File: src/source/periph_pkg.sv
package periph_pkg;

   // Shared peripheral bus widths
   localparam int addr_w = 12;
   localparam int data_w = 32;
   localparam int strb_w = data_w / 8;

   // Each peripheral owns a fixed 256 byte window
   localparam int win_w = 8;

   // Window base addresses
   localparam logic [addr_w-1:0] gpio_base  = 12'h000;
   localparam logic [addr_w-1:0] timer_base = 12'h100;

   // Register offsets
   // Bit 8 carries the window tag so GPIO and timer offsets stay distinct
   typedef enum logic [win_w:0] {
      reg_gpio_out   = 9'h000,
      reg_gpio_in    = 9'h004,
      reg_tmr_ctrl   = 9'h100,
      reg_tmr_count  = 9'h104,
      reg_tmr_cmp    = 9'h108,
      reg_tmr_status = 9'h10C
   } reg_off_e;

   // Arbiter FSM states
   typedef enum logic [1:0] {
      arb_idle,
      arb_setup,
      arb_access
   } arb_state_e;

   // Byte-strobed register update
   function automatic logic [data_w-1:0] merge_bytes(
      input logic [data_w-1:0] old_val,
      input logic [data_w-1:0] new_val,
      input logic [strb_w-1:0] strb
   );
      logic [data_w-1:0] res;
      res = old_val;
      for (int i = 0; i < strb_w; i++) begin
         if (strb[i]) begin
            res[i*8 +: 8] = new_val[i*8 +: 8];
         end
      end
      return res;
   endfunction

endpackage

File: src/source/periph_arbiter.sv
module periph_arbiter #(
   parameter int addr_w = periph_pkg::addr_w
) (
   input  logic                          clk,
   input  logic                          rst_n,
   input  logic                          m0_psel,
   input  logic                          m0_penable,
   input  logic                          m0_pwrite,
   input  logic [addr_w-1:0]             m0_paddr,
   input  logic [periph_pkg::data_w-1:0] m0_pwdata,
   input  logic [periph_pkg::strb_w-1:0] m0_pstrb,
   output logic [periph_pkg::data_w-1:0] m0_prdata,
   output logic                          m0_pready,
   output logic                          m0_pslverr,
   input  logic                          m1_psel,
   input  logic                          m1_penable,
   input  logic                          m1_pwrite,
   input  logic [addr_w-1:0]             m1_paddr,
   input  logic [periph_pkg::data_w-1:0] m1_pwdata,
   input  logic [periph_pkg::strb_w-1:0] m1_pstrb,
   output logic [periph_pkg::data_w-1:0] m1_prdata,
   output logic                          m1_pready,
   output logic                          m1_pslverr,
   output logic                          bus_sel,
   output logic                          bus_enable,
   output logic                          bus_write,
   output logic [addr_w-1:0]             bus_addr,
   output logic [periph_pkg::data_w-1:0] bus_wdata,
   output logic [periph_pkg::strb_w-1:0] bus_strb,
   input  logic [periph_pkg::data_w-1:0] bus_rdata,
   input  logic                          bus_ready,
   input  logic                          bus_slverr
);
   import periph_pkg::*;

   arb_state_e        state;
   // Grant and last grant: 0 is m0, 1 is m1
   logic              grant;
   logic              last_grant;
   logic              next_grant;
   logic              any_req;
   logic              done;
   logic              cap_write;
   logic [addr_w-1:0] cap_addr;
   logic [data_w-1:0] cap_wdata;
   logic [strb_w-1:0] cap_strb;

   assign any_req = m0_psel || m1_psel;

   // Round-robin pick, the master not served last wins a tie
   always_comb begin
      if (m0_psel && m1_psel) begin
         next_grant = ~last_grant;
      end else begin
         next_grant = m1_psel;
      end
   end

   assign done = (state == arb_access) && bus_ready;

   always_ff @(posedge clk or posedge rst_n) begin
      if (rst_n) begin
         state      <= arb_idle;
         grant      <= 1'b0;
         // m0 wins the first tie
         last_grant <= 1'b1;
      end else begin
         case (state)
            arb_idle: begin
               if (any_req) begin
                  state <= arb_setup;
                  grant <= next_grant;
               end
            end
            arb_setup: state <= arb_access;
            arb_access: begin
               if (bus_ready) begin
                  state      <= arb_idle;
                  last_grant <= grant;
               end
            end
            default: state <= arb_idle;
         endcase
      end
   end

   // Captured request of the granted master
   always_ff @(posedge clk) begin
      if (state == arb_idle && any_req) begin
         cap_write <= next_grant ? m1_pwrite : m0_pwrite;
         cap_addr  <= next_grant ? m1_paddr : m0_paddr;
         cap_wdata <= next_grant ? m1_pwdata : m0_pwdata;
         cap_strb  <= next_grant ? m1_pstrb : m0_pstrb;
      end
   end

   // Shared bus phases
   assign bus_sel    = (state != arb_idle);
   assign bus_enable = (state == arb_access);
   assign bus_write  = cap_write;
   assign bus_addr   = cap_addr;
   assign bus_wdata  = cap_wdata;
   assign bus_strb   = cap_strb;

   // Response goes back only to the granted master
   assign m0_pready  = done && !grant;
   assign m1_pready  = done && grant;
   assign m0_prdata  = m0_pready ? bus_rdata : '0;
   assign m1_prdata  = m1_pready ? bus_rdata : '0;
   assign m0_pslverr = m0_pready && bus_slverr;
   assign m1_pslverr = m1_pready && bus_slverr;

   // Only one master completes, and only inside its own access phase
   a_m0_grant: assert property (@(posedge clk) disable iff (rst_n)
      m0_pready |-> m0_penable && !m1_pready)
      else $error("m0 ready outside its access phase or together with m1");
   a_m1_grant: assert property (@(posedge clk) disable iff (rst_n)
      m1_pready |-> m1_penable)
      else $error("m1 ready outside its access phase");

   // Access phase always comes right after a setup phase
   a_enable_after_sel: assert property (@(posedge clk) disable iff (rst_n)
      $rose(bus_enable) |-> bus_sel && $past(bus_sel) && !$past(bus_enable))
      else $error("bus enable without a preceding setup phase");

   // Address and direction hold from setup through access
   a_addr_stable: assert property (@(posedge clk) disable iff (rst_n)
      bus_enable |-> $stable(bus_addr) && $stable(bus_write))
      else $error("bus address changed during the access phase");

endmodule

File: src/source/periph_bus_decode.sv
module periph_bus_decode #(
   parameter int addr_w = periph_pkg::addr_w
) (
   input  logic                          bus_sel,
   input  logic                          bus_enable,
   input  logic [addr_w-1:0]             bus_addr,
   output logic                          gpio_sel,
   output logic                          timer_sel,
   input  logic [periph_pkg::data_w-1:0] gpio_rdata,
   input  logic [periph_pkg::data_w-1:0] timer_rdata,
   output logic [periph_pkg::data_w-1:0] bus_rdata,
   output logic                          bus_ready,
   output logic                          bus_slverr
);
   import periph_pkg::*;

   // Base addresses sized to this bus
   localparam logic [addr_w-1:0] gpio_page  = addr_w'(gpio_base);
   localparam logic [addr_w-1:0] timer_page = addr_w'(timer_base);

   logic gpio_hit;
   logic timer_hit;

   // Only the bits above the window offset pick the target
   assign gpio_hit  = (bus_addr[addr_w-1:win_w] == gpio_page[addr_w-1:win_w]);
   assign timer_hit = (bus_addr[addr_w-1:win_w] == timer_page[addr_w-1:win_w]);

   assign gpio_sel  = bus_sel && gpio_hit;
   assign timer_sel = bus_sel && timer_hit;

   // Read data from whichever target is selected
   always_comb begin
      if (gpio_sel) begin
         bus_rdata = gpio_rdata;
      end else if (timer_sel) begin
         bus_rdata = timer_rdata;
      end else begin
         // Unmapped reads return zero
         bus_rdata = '0;
      end
   end

   // All targets are zero wait
   assign bus_ready  = bus_enable;
   // Error response for an access outside both windows
   assign bus_slverr = bus_sel && bus_enable && !(gpio_hit || timer_hit);

endmodule

File: src/source/periph_gpio_ctrl.sv
module periph_gpio_ctrl (
   input  logic                          clk,
   input  logic                          rst_n,
   input  logic                          sel,
   input  logic                          enable,
   input  logic                          write,
   input  logic [periph_pkg::win_w-1:0]  offset,
   input  logic [periph_pkg::data_w-1:0] wdata,
   input  logic [periph_pkg::strb_w-1:0] strb,
   output logic [periph_pkg::data_w-1:0] rdata,
   input  logic [periph_pkg::data_w-1:0] pad_in,
   output logic [periph_pkg::data_w-1:0] pad_out
);
   import periph_pkg::*;

   logic [data_w-1:0] out_q;
   logic [data_w-1:0] in_meta;
   logic [data_w-1:0] in_sync;
   logic              out_wr;
   reg_off_e          reg_sel;

   // GPIO window has tag bit 0
   assign reg_sel = reg_off_e'({1'b0, offset});

   // Output register write in the access phase
   assign out_wr = sel && enable && write && (reg_sel == reg_gpio_out);

   always_ff @(posedge clk or posedge rst_n) begin
      if (rst_n) begin
         out_q   <= '0;
         in_meta <= '0;
         in_sync <= '0;
      end else begin
         // Two flop synchronizer on the pads
         in_meta <= pad_in;
         in_sync <= in_meta;
         // Untouched bytes keep their value
         if (out_wr) begin
            out_q <= merge_bytes(out_q, wdata, strb);
         end
      end
   end

   assign pad_out = out_q;

   // Readback mux
   always_comb begin
      case (reg_sel)
         reg_gpio_out: rdata = out_q;
         reg_gpio_in:  rdata = in_sync;
         default:      rdata = '0;
      endcase
   end

endmodule

File: src/source/periph_timer.sv
module periph_timer (
   input  logic                          clk,
   input  logic                          rst_n,
   input  logic                          sel,
   input  logic                          enable,
   input  logic                          write,
   input  logic [periph_pkg::win_w-1:0]  offset,
   input  logic [periph_pkg::data_w-1:0] wdata,
   input  logic [periph_pkg::strb_w-1:0] strb,
   output logic [periph_pkg::data_w-1:0] rdata,
   output logic                          irq
);
   import periph_pkg::*;

   logic              tmr_en;
   logic [data_w-1:0] count;
   logic [data_w-1:0] cmp;
   logic              match;
   logic              wr;
   logic              hit;
   logic              clr;
   reg_off_e          reg_sel;

   // Timer window has tag bit 1
   assign reg_sel = reg_off_e'({1'b1, offset});

   assign wr  = sel && enable && write;
   // Compare only counts while running
   assign hit = tmr_en && (count == cmp);
   // Write one to status bit 0 clears the flag
   assign clr = wr && (reg_sel == reg_tmr_status) && strb[0] && wdata[0];

   always_ff @(posedge clk or posedge rst_n) begin
      if (rst_n) begin
         tmr_en <= 1'b0;
         count  <= '0;
         cmp    <= '0;
         match  <= 1'b0;
         irq    <= 1'b0;
      end else begin
         if (wr && (reg_sel == reg_tmr_ctrl) && strb[0]) begin
            tmr_en <= wdata[0];
         end
         // Software load has priority over counting
         if (wr && (reg_sel == reg_tmr_count)) begin
            count <= merge_bytes(count, wdata, strb);
         end else if (tmr_en) begin
            count <= count + 1'b1;
         end
         if (wr && (reg_sel == reg_tmr_cmp)) begin
            cmp <= merge_bytes(cmp, wdata, strb);
         end
         // Sticky flag, a new match beats a clear
         if (hit) begin
            match <= 1'b1;
         end else if (clr) begin
            match <= 1'b0;
         end
         // Interrupt tracks the next flag value
         irq <= hit || (match && !clr);
      end
   end

   // Register readback
   always_comb begin
      case (reg_sel)
         reg_tmr_ctrl:   rdata = {{(data_w-1){1'b0}}, tmr_en};
         reg_tmr_count:  rdata = count;
         reg_tmr_cmp:    rdata = cmp;
         reg_tmr_status: rdata = {{(data_w-1){1'b0}}, match};
         default:        rdata = '0;
      endcase
   end

   a_irq_has_flag: assert property (@(posedge clk) disable iff (rst_n)
      irq |-> match)
      else $error("timer irq high without the match flag");

endmodule

File: src/source/periph_top.sv
module periph_top #(
   parameter int addr_w = periph_pkg::addr_w
) (
   input  logic                          clk,
   input  logic                          rst_n,
   input  logic                          m0_psel,
   input  logic                          m0_penable,
   input  logic                          m0_pwrite,
   input  logic [addr_w-1:0]             m0_paddr,
   input  logic [periph_pkg::data_w-1:0] m0_pwdata,
   input  logic [periph_pkg::strb_w-1:0] m0_pstrb,
   output logic [periph_pkg::data_w-1:0] m0_prdata,
   output logic                          m0_pready,
   output logic                          m0_pslverr,
   input  logic                          m1_psel,
   input  logic                          m1_penable,
   input  logic                          m1_pwrite,
   input  logic [addr_w-1:0]             m1_paddr,
   input  logic [periph_pkg::data_w-1:0] m1_pwdata,
   input  logic [periph_pkg::strb_w-1:0] m1_pstrb,
   output logic [periph_pkg::data_w-1:0] m1_prdata,
   output logic                          m1_pready,
   output logic                          m1_pslverr,
   input  logic [periph_pkg::data_w-1:0] gpio_pad_in,
   output logic [periph_pkg::data_w-1:0] gpio_pad_out,
   output logic                          timer_irq
);
   import periph_pkg::*;

   // Shared bus after the arbiter
   logic              bus_sel;
   logic              bus_enable;
   logic              bus_write;
   logic [addr_w-1:0] bus_addr;
   logic [data_w-1:0] bus_wdata;
   logic [strb_w-1:0] bus_strb;
   logic [data_w-1:0] bus_rdata;
   logic              bus_ready;
   logic              bus_slverr;

   // Per-target selects and read data
   logic              gpio_sel;
   logic              timer_sel;
   logic [data_w-1:0] gpio_rdata;
   logic [data_w-1:0] timer_rdata;

   periph_arbiter #(.addr_w(addr_w)) arb_i (.*);

   periph_bus_decode #(.addr_w(addr_w)) dec_i (.*);

   periph_gpio_ctrl gpio_i (
      .clk,
      .rst_n,
      .sel     (gpio_sel),
      .enable  (bus_enable),
      .write   (bus_write),
      .offset  (bus_addr[win_w-1:0]),
      .wdata   (bus_wdata),
      .strb    (bus_strb),
      .rdata   (gpio_rdata),
      .pad_in  (gpio_pad_in),
      .pad_out (gpio_pad_out)
   );

   periph_timer timer_i (
      .clk,
      .rst_n,
      .sel    (timer_sel),
      .enable (bus_enable),
      .write  (bus_write),
      .offset (bus_addr[win_w-1:0]),
      .wdata  (bus_wdata),
      .strb   (bus_strb),
      .rdata  (timer_rdata),
      .irq    (timer_irq)
   );

endmodule

File: config.mk
export PLATFORM = sky130hd
export DESIGN_NAME = periph_top
export DESIGN_NICKNAME = d
export VERILOG_FILES = /design/src/source/periph_pkg.sv /design/src/source/periph_arbiter.sv /design/src/source/periph_bus_decode.sv /design/src/source/periph_gpio_ctrl.sv /design/src/source/periph_timer.sv /design/src/source/periph_top.sv
export SDC_FILE = /design/constraint.sdc
export NUM_CORES = 1
export LEC_CHECK = 0
export BUFFER_PORTS_ARGS = -buffer_cell sky130_fd_sc_hd__buf_2
export CAP_MARGIN = 20
export CORE_MARGIN = 2
export CORE_UTILIZATION = 35
export CTS_BUF_LIST = sky130_fd_sc_hd__clkbuf_8
export CTS_CLUSTER_DIAMETER = 150
export DETAILED_ROUTE_END_ITERATION = 8
export HOLD_SLACK_MARGIN = 0.03
export PLACE_DENSITY_LB_ADDON = 0.1
export SYNTH_ARGS = -nofsm -noshare
export SYNTH_HDL_FRONTEND = slang
export SYNTH_SLANG_ARGS = --single-unit
File: constraint.sdc
create_clock -name clk -period 5.3 [get_ports clk]
set_clock_uncertainty 0.15 [all_clocks]
set_input_delay 0 -clock clk [delete_from_list [all_inputs] [get_ports clk]]
set_output_delay 0 -clock clk [all_outputs]
set_load 0.005 [all_outputs]
==> impl_metrics.csv, run 1 <==
group,metric,value,unit
grt,overflow,0,
clock_tree,clk_path_buf_depth,3,
place,numPortBuffers,234,
power_and_ir_drop,power_density,301,nW/um^2
sta,fin_crit_sh,78.2,%
worst_setup_path,crit_chain,"nor4_4, nor3b_4, nand4_1, buf_4, o22ai_1, buf_2",
outcome,status,"finished, final reports clean",
worst_setup_path,worstPathMaxFanout,17,
drt,drc,0,
clock_tree,numClockSinks,216,
worst_setup_path,cp-end-kind,"primary output",
yosys,synthFlopType,"dfrtp_1",
yosys,syn-mean-instance-area,12.4,sq um
floorplan,fp.dieW,175,um
sta,worst_hold_slack,0.149,ns
finish,final_nets,1363,
worst_setup_path,critical_path.top_delay_family,"simple AND/OR/NAND/NOR gates",
finish,final_core_util,49.4,%
yosys,synth_warnings,0,
yosys,yosysSeqAreaShare,55.3,%
worst_setup_path,r2r_end,"timer_i.cmp[7]$_DFFE_PP0P_",
finish,diodes,0,
worst_setup_path,arrival,3.99,ns
drt,drt_iter0_drc,360,
yosys,netlist_area,10200,sq um
worst_setup_path,critPathLaunchType,"register",
place,gp_congestion,0.829,
sta,fin_ws,1.16,ns
sta,fmax,241,MHz
worst_setup_path,reg2reg_from,"arb_i.bus_addr[1]$_DFFE_PP_",
clock_tree,cts_buffers,40,
drt,wl,31.2,mm
worst_setup_path,critPathLaunch,"arb_i.bus_addr[1]$_DFFE_PP_",
yosys,netlist_instances,823,
sta,fin_crit,4.14,ns
worst_setup_path,crit_slowest_cell,"nand4_1",
sta,hold_viol_final,0,
floorplan,design.core.area,28700,sq um
worst_setup_path,crit_buf_inv,2,
sta,slew_viol_final,0,
floorplan,dieArea,30600,sq um
drt,dr.pass1.iters,5,
sta,fin_setup_tns,0,ns
finish,drive_above_1_share,35.5,%
sta,relSlewSlack,29.2,%
sta,rsz0062_at_grt,"no",
floorplan,ios,237,
worst_hold_path,hp-class,"input port to register",
drt,viasPerCell,5.05,
worst_setup_path,max_stage_delay,1.03,ns
worst_setup_path,reg2regPathDepth,5,
drt,antenna_left,0,
clock_tree,tritoncts,"built",
grt,grt_pass1_vias,8562,
finish,area_growth,38.7,%
worst_hold_path,worstHoldStart,"m1_paddr[2]",
clock_tree,clkTransAtPathRegs,0.06,ns
yosys,synth_seq_cells,216,
drt,num_vias,8276,
yosys,syn_nets,960,
floorplan,initial_core_util,35.6,%
worst_setup_path,reg2reg_setup_slack,2.06,ns
worst_hold_path,holdPathStages,3,
floorplan,die_h,175,um
job,cap_viol_max_count,0,
clock_tree,cts-root-buf,"clkbuf_8",
grt,grt_usage,20.5,%
grt,antenna_found_initial,0,
place,pre_cts_ws,1.61,ns
power_and_ir_drop,irDropWorstVdd,0.244,mV
power_and_ir_drop,leakagePower,6.53,nW
yosys,synth_edf_count,49,
clock_tree,htree_levels,2,
sta,worstMarginPinSlew,1.06,ns
worst_setup_path,worst-setup-path-type,"register to primary output",
clock_tree,ctsResizeCount,0,
sta,setup_violations,0,
grt,grt_first_pass_wirelength,49.0,mm
yosys,async_reset_ff_share,77.3,%
clock_tree,clock_latency,0.54,ns
grt,grt_max_degree,61,
yosys,synth.distinct_cells,61,
worst_hold_path,hold_end,"arb_i.bus_addr[2]$_DFFE_PP_",
place,dp_hpwl,21.1,mm
worst_setup_path,cp.required,5.15,ns
drt,wire_per_inst,19.0,um
floorplan,num_rows,62,
## area by class of cell
type,instances,area [sq um]
Tap cell,384,480
Sequential cell,216,5650
Multi-Input combinational cell,546,4330
Fill cell,2647,14500
Clock buffer,43,592
Clock inverter,29,146
Inverter,7,31.3
Timing Repair Buffer,415,2950
## metal layers
metal	vias to the layer above	wire length, um	global-route usage [%]
met3	54	1650	3.76
met1	4041	14400	28.5
met2	254	14500	33.1
met4	0	662	5.69
met5	-	0	0
li1	3927	-	-
## state kept, by name (all words and copies together) (netlist names)
signal,flops
arb_i.bus_strb,4
timer_i.irq,1
arb_i.state,2
arb_i.bus_addr,12
arb_i.last_grant,1
timer_i.tmr_en,1
arb_i.bus_write,1
arb_i.grant,1
gpio_i.in_sync,32
arb_i.bus_wdata,32
gpio_i.pad_out,32
timer_i.count,32
gpio_i.in_meta,32
timer_i.cmp,32
timer_i.match,1
## worst register-to-register path, stage by stage (launching register included)
cell and delay, ns:
edfxtp_1 0.41, nor4_4 0.33, nor3b_4 0.78, and4_1 0.93, nand2_8 0.18, mux2_4 0.35
## power breakdown
group | switching [mW] | internal (mW) | total, mW
combinational | 0.349 | 0.329 | 0.678
sequential | 0.163 | 1.93 | 2.09
clock | 0.700 | 0.797 | 1.50
total | 1.21 | 3.05 | 4.27
## metrics by stage
stage,instances,power (mW),cell area [sq um]
after global placement,1401,2.67,11800
after floorplan,823,2.41,10200
after CTS,1640,4.34,14200
after detailed placement,1401,2.67,11800
final,1640,4.27,14200
after global routing,1640,4.50,14200
## kinds of logic (layout without fill, tap and decap cells)
family                   Yosys count  after routing  synth area share (%)
adder cells (fa/ha/maj)            1              1                 0.122
buffers and inverters             61            494                  2.48
multiplexers                     148            148                  17.2
flip-flops                       216            216                  55.3
AO/OA/AOI/OAI                    173            173                  11.5
AND/OR/NAND/NOR                  191            191                  10.6
XOR/XNOR                          33             33                  2.83
## layout by cell type (no fill, tap or decap), drive strengths merged, types with 2 or more instances in the layout
cell type    synthesis  layout
nor2b                5       5
nor3b                2       2
o22ai               71      71
mux2i               32      32
o31ai                2       2
a22o                16      16
or3                  5       5
and4                 5       5
xnor2               18      18
nor4                12      12
o21a                 4       4
clkinv               0      12
o311ai               3       3
dfrtp              166     166
nand4               20      20
a211oi               4       4
o211ai               8       8
and3                 4       4
a22oi               16      16
nor3                 6       6
or2                  2       2
buf                 15     248
clkbuf              39      43
and4b                2       2
dlygate4sd3          0     167
o221a                6       6
o21ai               17      17
a21oi               18      18
edfxtp              49      49
nand2b               2       2
inv                  7      23
nor2                33      33
xor2                15      15
and2                 5       5
nand3               27      27
nand2               59      59
mux2               115     115
## repair_timing
action | 4_1_cts | 5_1_grt
hold endpoints to repair | 134 | 0
hold buffers | 167 | 0
setup buffers | 0 | 0
## worst max path at each step
stage / end / cells past startpoint
final: m1_prdata[29] / 6
after global routing: m0_prdata[17] / 6
after CTS: m0_prdata[17] / 6
after detailed placement: m0_prdata[17] / 6
after global placement: m1_prdata[29] / 6
after floorplan: arb_i.grant$_DFFE_PP0P_ / 1
## synthesized netlist by cell type (5+ instances only)
cell,count,area [sq um]
and4_1,5,43.8
o211ai_1,8,60.1
nand3_1,27,135
a21oi_1,18,90.1
mux2_2,83,935
xnor2_1,18,158
clkbuf_1,37,139
dfrtp_1,166,4150
o21ai_0,17,85.1
a22o_1,16,140
nor3_1,5,25.0
xor2_1,15,131
inv_1,7,26.3
o221a_2,6,67.6
nor2b_1,5,31.3
nand4_1,19,119
buf_2,9,45.0
nand2_1,51,191
mux2i_1,32,320
a22oi_1,16,120
and2_1,5,31.3
or3_1,5,31.3
mux2_4,32,480
nor2_1,33,124
edfxtp_1,49,1470
nor4_1,8,50.1
o22ai_1,71,444
Power figures use the tool's default switching activity.
==> run 2, diff against run 1 <==
==> constraint.sdc (replaced) <==
create_clock -name clk -period 3.4 [get_ports clk]
set_clock_uncertainty 0.15 [all_clocks]
set_input_delay 0 -clock clk [delete_from_list [all_inputs] [get_ports clk]]
set_output_delay 0 -clock clk [all_outputs]
set_load 0.005 [all_outputs]
==> run 2 against run 1 <==
Net effect: die area unchanged; sequential share of layout area fell by 0.24 points; wire length is 0.35% higher; count of clock-buffer cells in the layout down 1; setup slack worse by 0.96 ns; via count rose by 0.68%; cell area is 0.62% higher; hold slack better by 0.0011 ns; critical path type unchanged.
==> impl_metrics.csv, run 2 (same netlist as run 1, synthesis figures left out) <==
group,metric,value,unit
outcome,status,"finished, final reports clean",
finish,drive_above_1_share,35.6,%
drt,num_vias,8332,
grt,grt_max_degree,60,
finish,diodes,0,
drt,drc,0,
sta,fin_ws,0.191,ns
power_and_ir_drop,irDropWorstVdd,0.261,mV
clock_tree,tritoncts,"built",
clock_tree,clock_latency,0.54,ns
place,gp_congestion,0.831,
worst_setup_path,crit_buf_inv,2,
floorplan,num_rows,62,
drt,antenna_left,0,
sta,slew_viol_final,0,
drt,drt_iter0_drc,376,
clock_tree,clkTransAtPathRegs,0.06,ns
floorplan,fp.dieW,175,um
grt,grt_usage,20.6,%
worst_hold_path,hp-class,"input port to register",
finish,layout_commonest_cell,"buf_2",
grt,grt_first_pass_wirelength,49.3,mm
job,cap_viol_max_count,0,
worst_setup_path,max_stage_delay,0.63,ns
finish,final_nets,1378,
finish,layout.cells.non_filler,1654,
place,dp_hpwl,21.9,mm
drt,viasPerCell,5.04,
drt,wire_per_inst,18.9,um
floorplan,ios,237,
worst_setup_path,crit_slowest_cell,"and2_1",
floorplan,die_h,175,um
drt,dr.pass1.iters,5,
clock_tree,cts-root-buf,"clkbuf_8",
finish,area_growth,39.6,%
sta,setup_violations,0,
floorplan,initial_core_util,35.6,%
finish,final_cell_area,14300,sq um
finish,fillers,2681,
sta,fin_crit,3.21,ns
worst_setup_path,crit_chain,"nor4_4, nor3b_4, and2_1, buf_4, a22oi_1, o22ai_1, buf_2",
floorplan,design.core.area,28700,sq um
clock_tree,htree_levels,2,
floorplan,dieArea,30600,sq um
sta,fin_crit_sh,94.4,%
place,pre_cts_ws,0.726,ns
power_and_ir_drop,leakagePower,6.59,nW
worst_setup_path,cp.required,3.25,ns
worst_setup_path,worstPathMaxFanout,11,
grt,overflow,0,
worst_setup_path,worst-setup-path-type,"register to primary output",
worst_setup_path,arrival,3.06,ns
finish,layout_common_cells,"234 x buf_2, 167 x dlygate4sd3_1, 166 x dfrtp_1",
place,place_area,11900,sq um
clock_tree,ctsResizeCount,0,
sta,fmax,312,MHz
power_and_ir_drop,power_density,457,nW/um^2
sta,worstMarginPinSlew,0.715,ns
drt,wl,31.3,mm
sta,relSlewSlack,52.3,%
grt,antenna_found_initial,0,
worst_setup_path,critical_path.top_delay_family,"simple AND/OR/NAND/NOR gates",
worst_setup_path,cp-end-kind,"primary output",
worst_setup_path,critPathLaunchType,"register",
place,placed_cells,1416,
clock_tree,clk_path_buf_depth,3,
sta,rsz0062_at_grt,"no",
clock_tree,cts_buffers,40,
grt,grt_pass1_vias,8700,
power_and_ir_drop,finalPower,6.53,mW
place,numPortBuffers,234,
finish,final_core_util,49.7,%
sta,fin_setup_tns,0,ns
sta,worst_hold_slack,0.150,ns
sta,hold_viol_final,0,
clock_tree,numClockSinks,216,
-- run 2: repair_timing --
action                                 4_1_cts  5_1_grt
endpoints found under the hold margin      258        0
hold buffers                               167        0
buffers inserted                             0        0
setup endpoints to repair                    0        0
-- run 2: worst min-delay path: cells and delay by family --
family | cells | cell delay, ns
buffers and inverters | 2 | 0.60
multiplexers | 1 | 0.13
-- run 2: metal layers --
layer  global-route usage (%)  part of all wire, %  vias to the layer above
met5                        0                    0                        -
met4                     4.69                  1.6                        0
met3                     3.59                  5.2                       44
met2                     33.9                   47                      249
met1                     28.6                   46                     4101
li1                         -                    -                     3938
-- run 2: path summary, 6_finish.rpt --
| path | start | endpoint | slack [ns] | cells after the start |
|---|---|---|---|---|
| max reg2reg | arb_i.bus_addr[1]$_DFFE_PP_ | timer_i.cmp[30]$_DFFE_PP0P_ | 0.74 | 7 |
| min in group asynchronous | rst_n | gpio_i.pad_out[2]$_DFFE_PP0P_ | 0.58 | 4 |
| max | arb_i.bus_addr[1]$_DFFE_PP_ | m1_prdata[30] | 0.19 | 7 |
| min reg2reg | gpio_i.in_meta[28]$_DFF_PP0_ | gpio_i.in_sync[28]$_DFF_PP0_ | 0.19 | 0 |
| min | m0_paddr[5] | arb_i.bus_addr[5]$_DFFE_PP_ | 0.15 | 3 |
| max in group asynchronous | rst_n | gpio_i.in_sync[20]$_DFF_PP0_ | 1.70 | 5 |
-- run 2: final cells by class --
type / instances / area [sq um] / area share (%)
clock inverters: 29 / 111 / 0.781
clock buffers: 42 / 578 / 4.05
multi-input cells: 546 / 4330 / 30.3
flip-flops and latches: 216 / 5650 / 39.6
inverters: 7 / 30.0 / 0.210
well taps: 384 / 480 / 3.37
repair buffers: 430 / 3090 / 21.6
-- run 2: power breakdown --
part	internal, mW	switching, mW	total (mW)	leakage [nW]
Clock	1.13	1.05	2.19	0.431
Combinational	0.531	0.538	1.07	3.52
Sequential	3.01	0.265	3.27	2.65
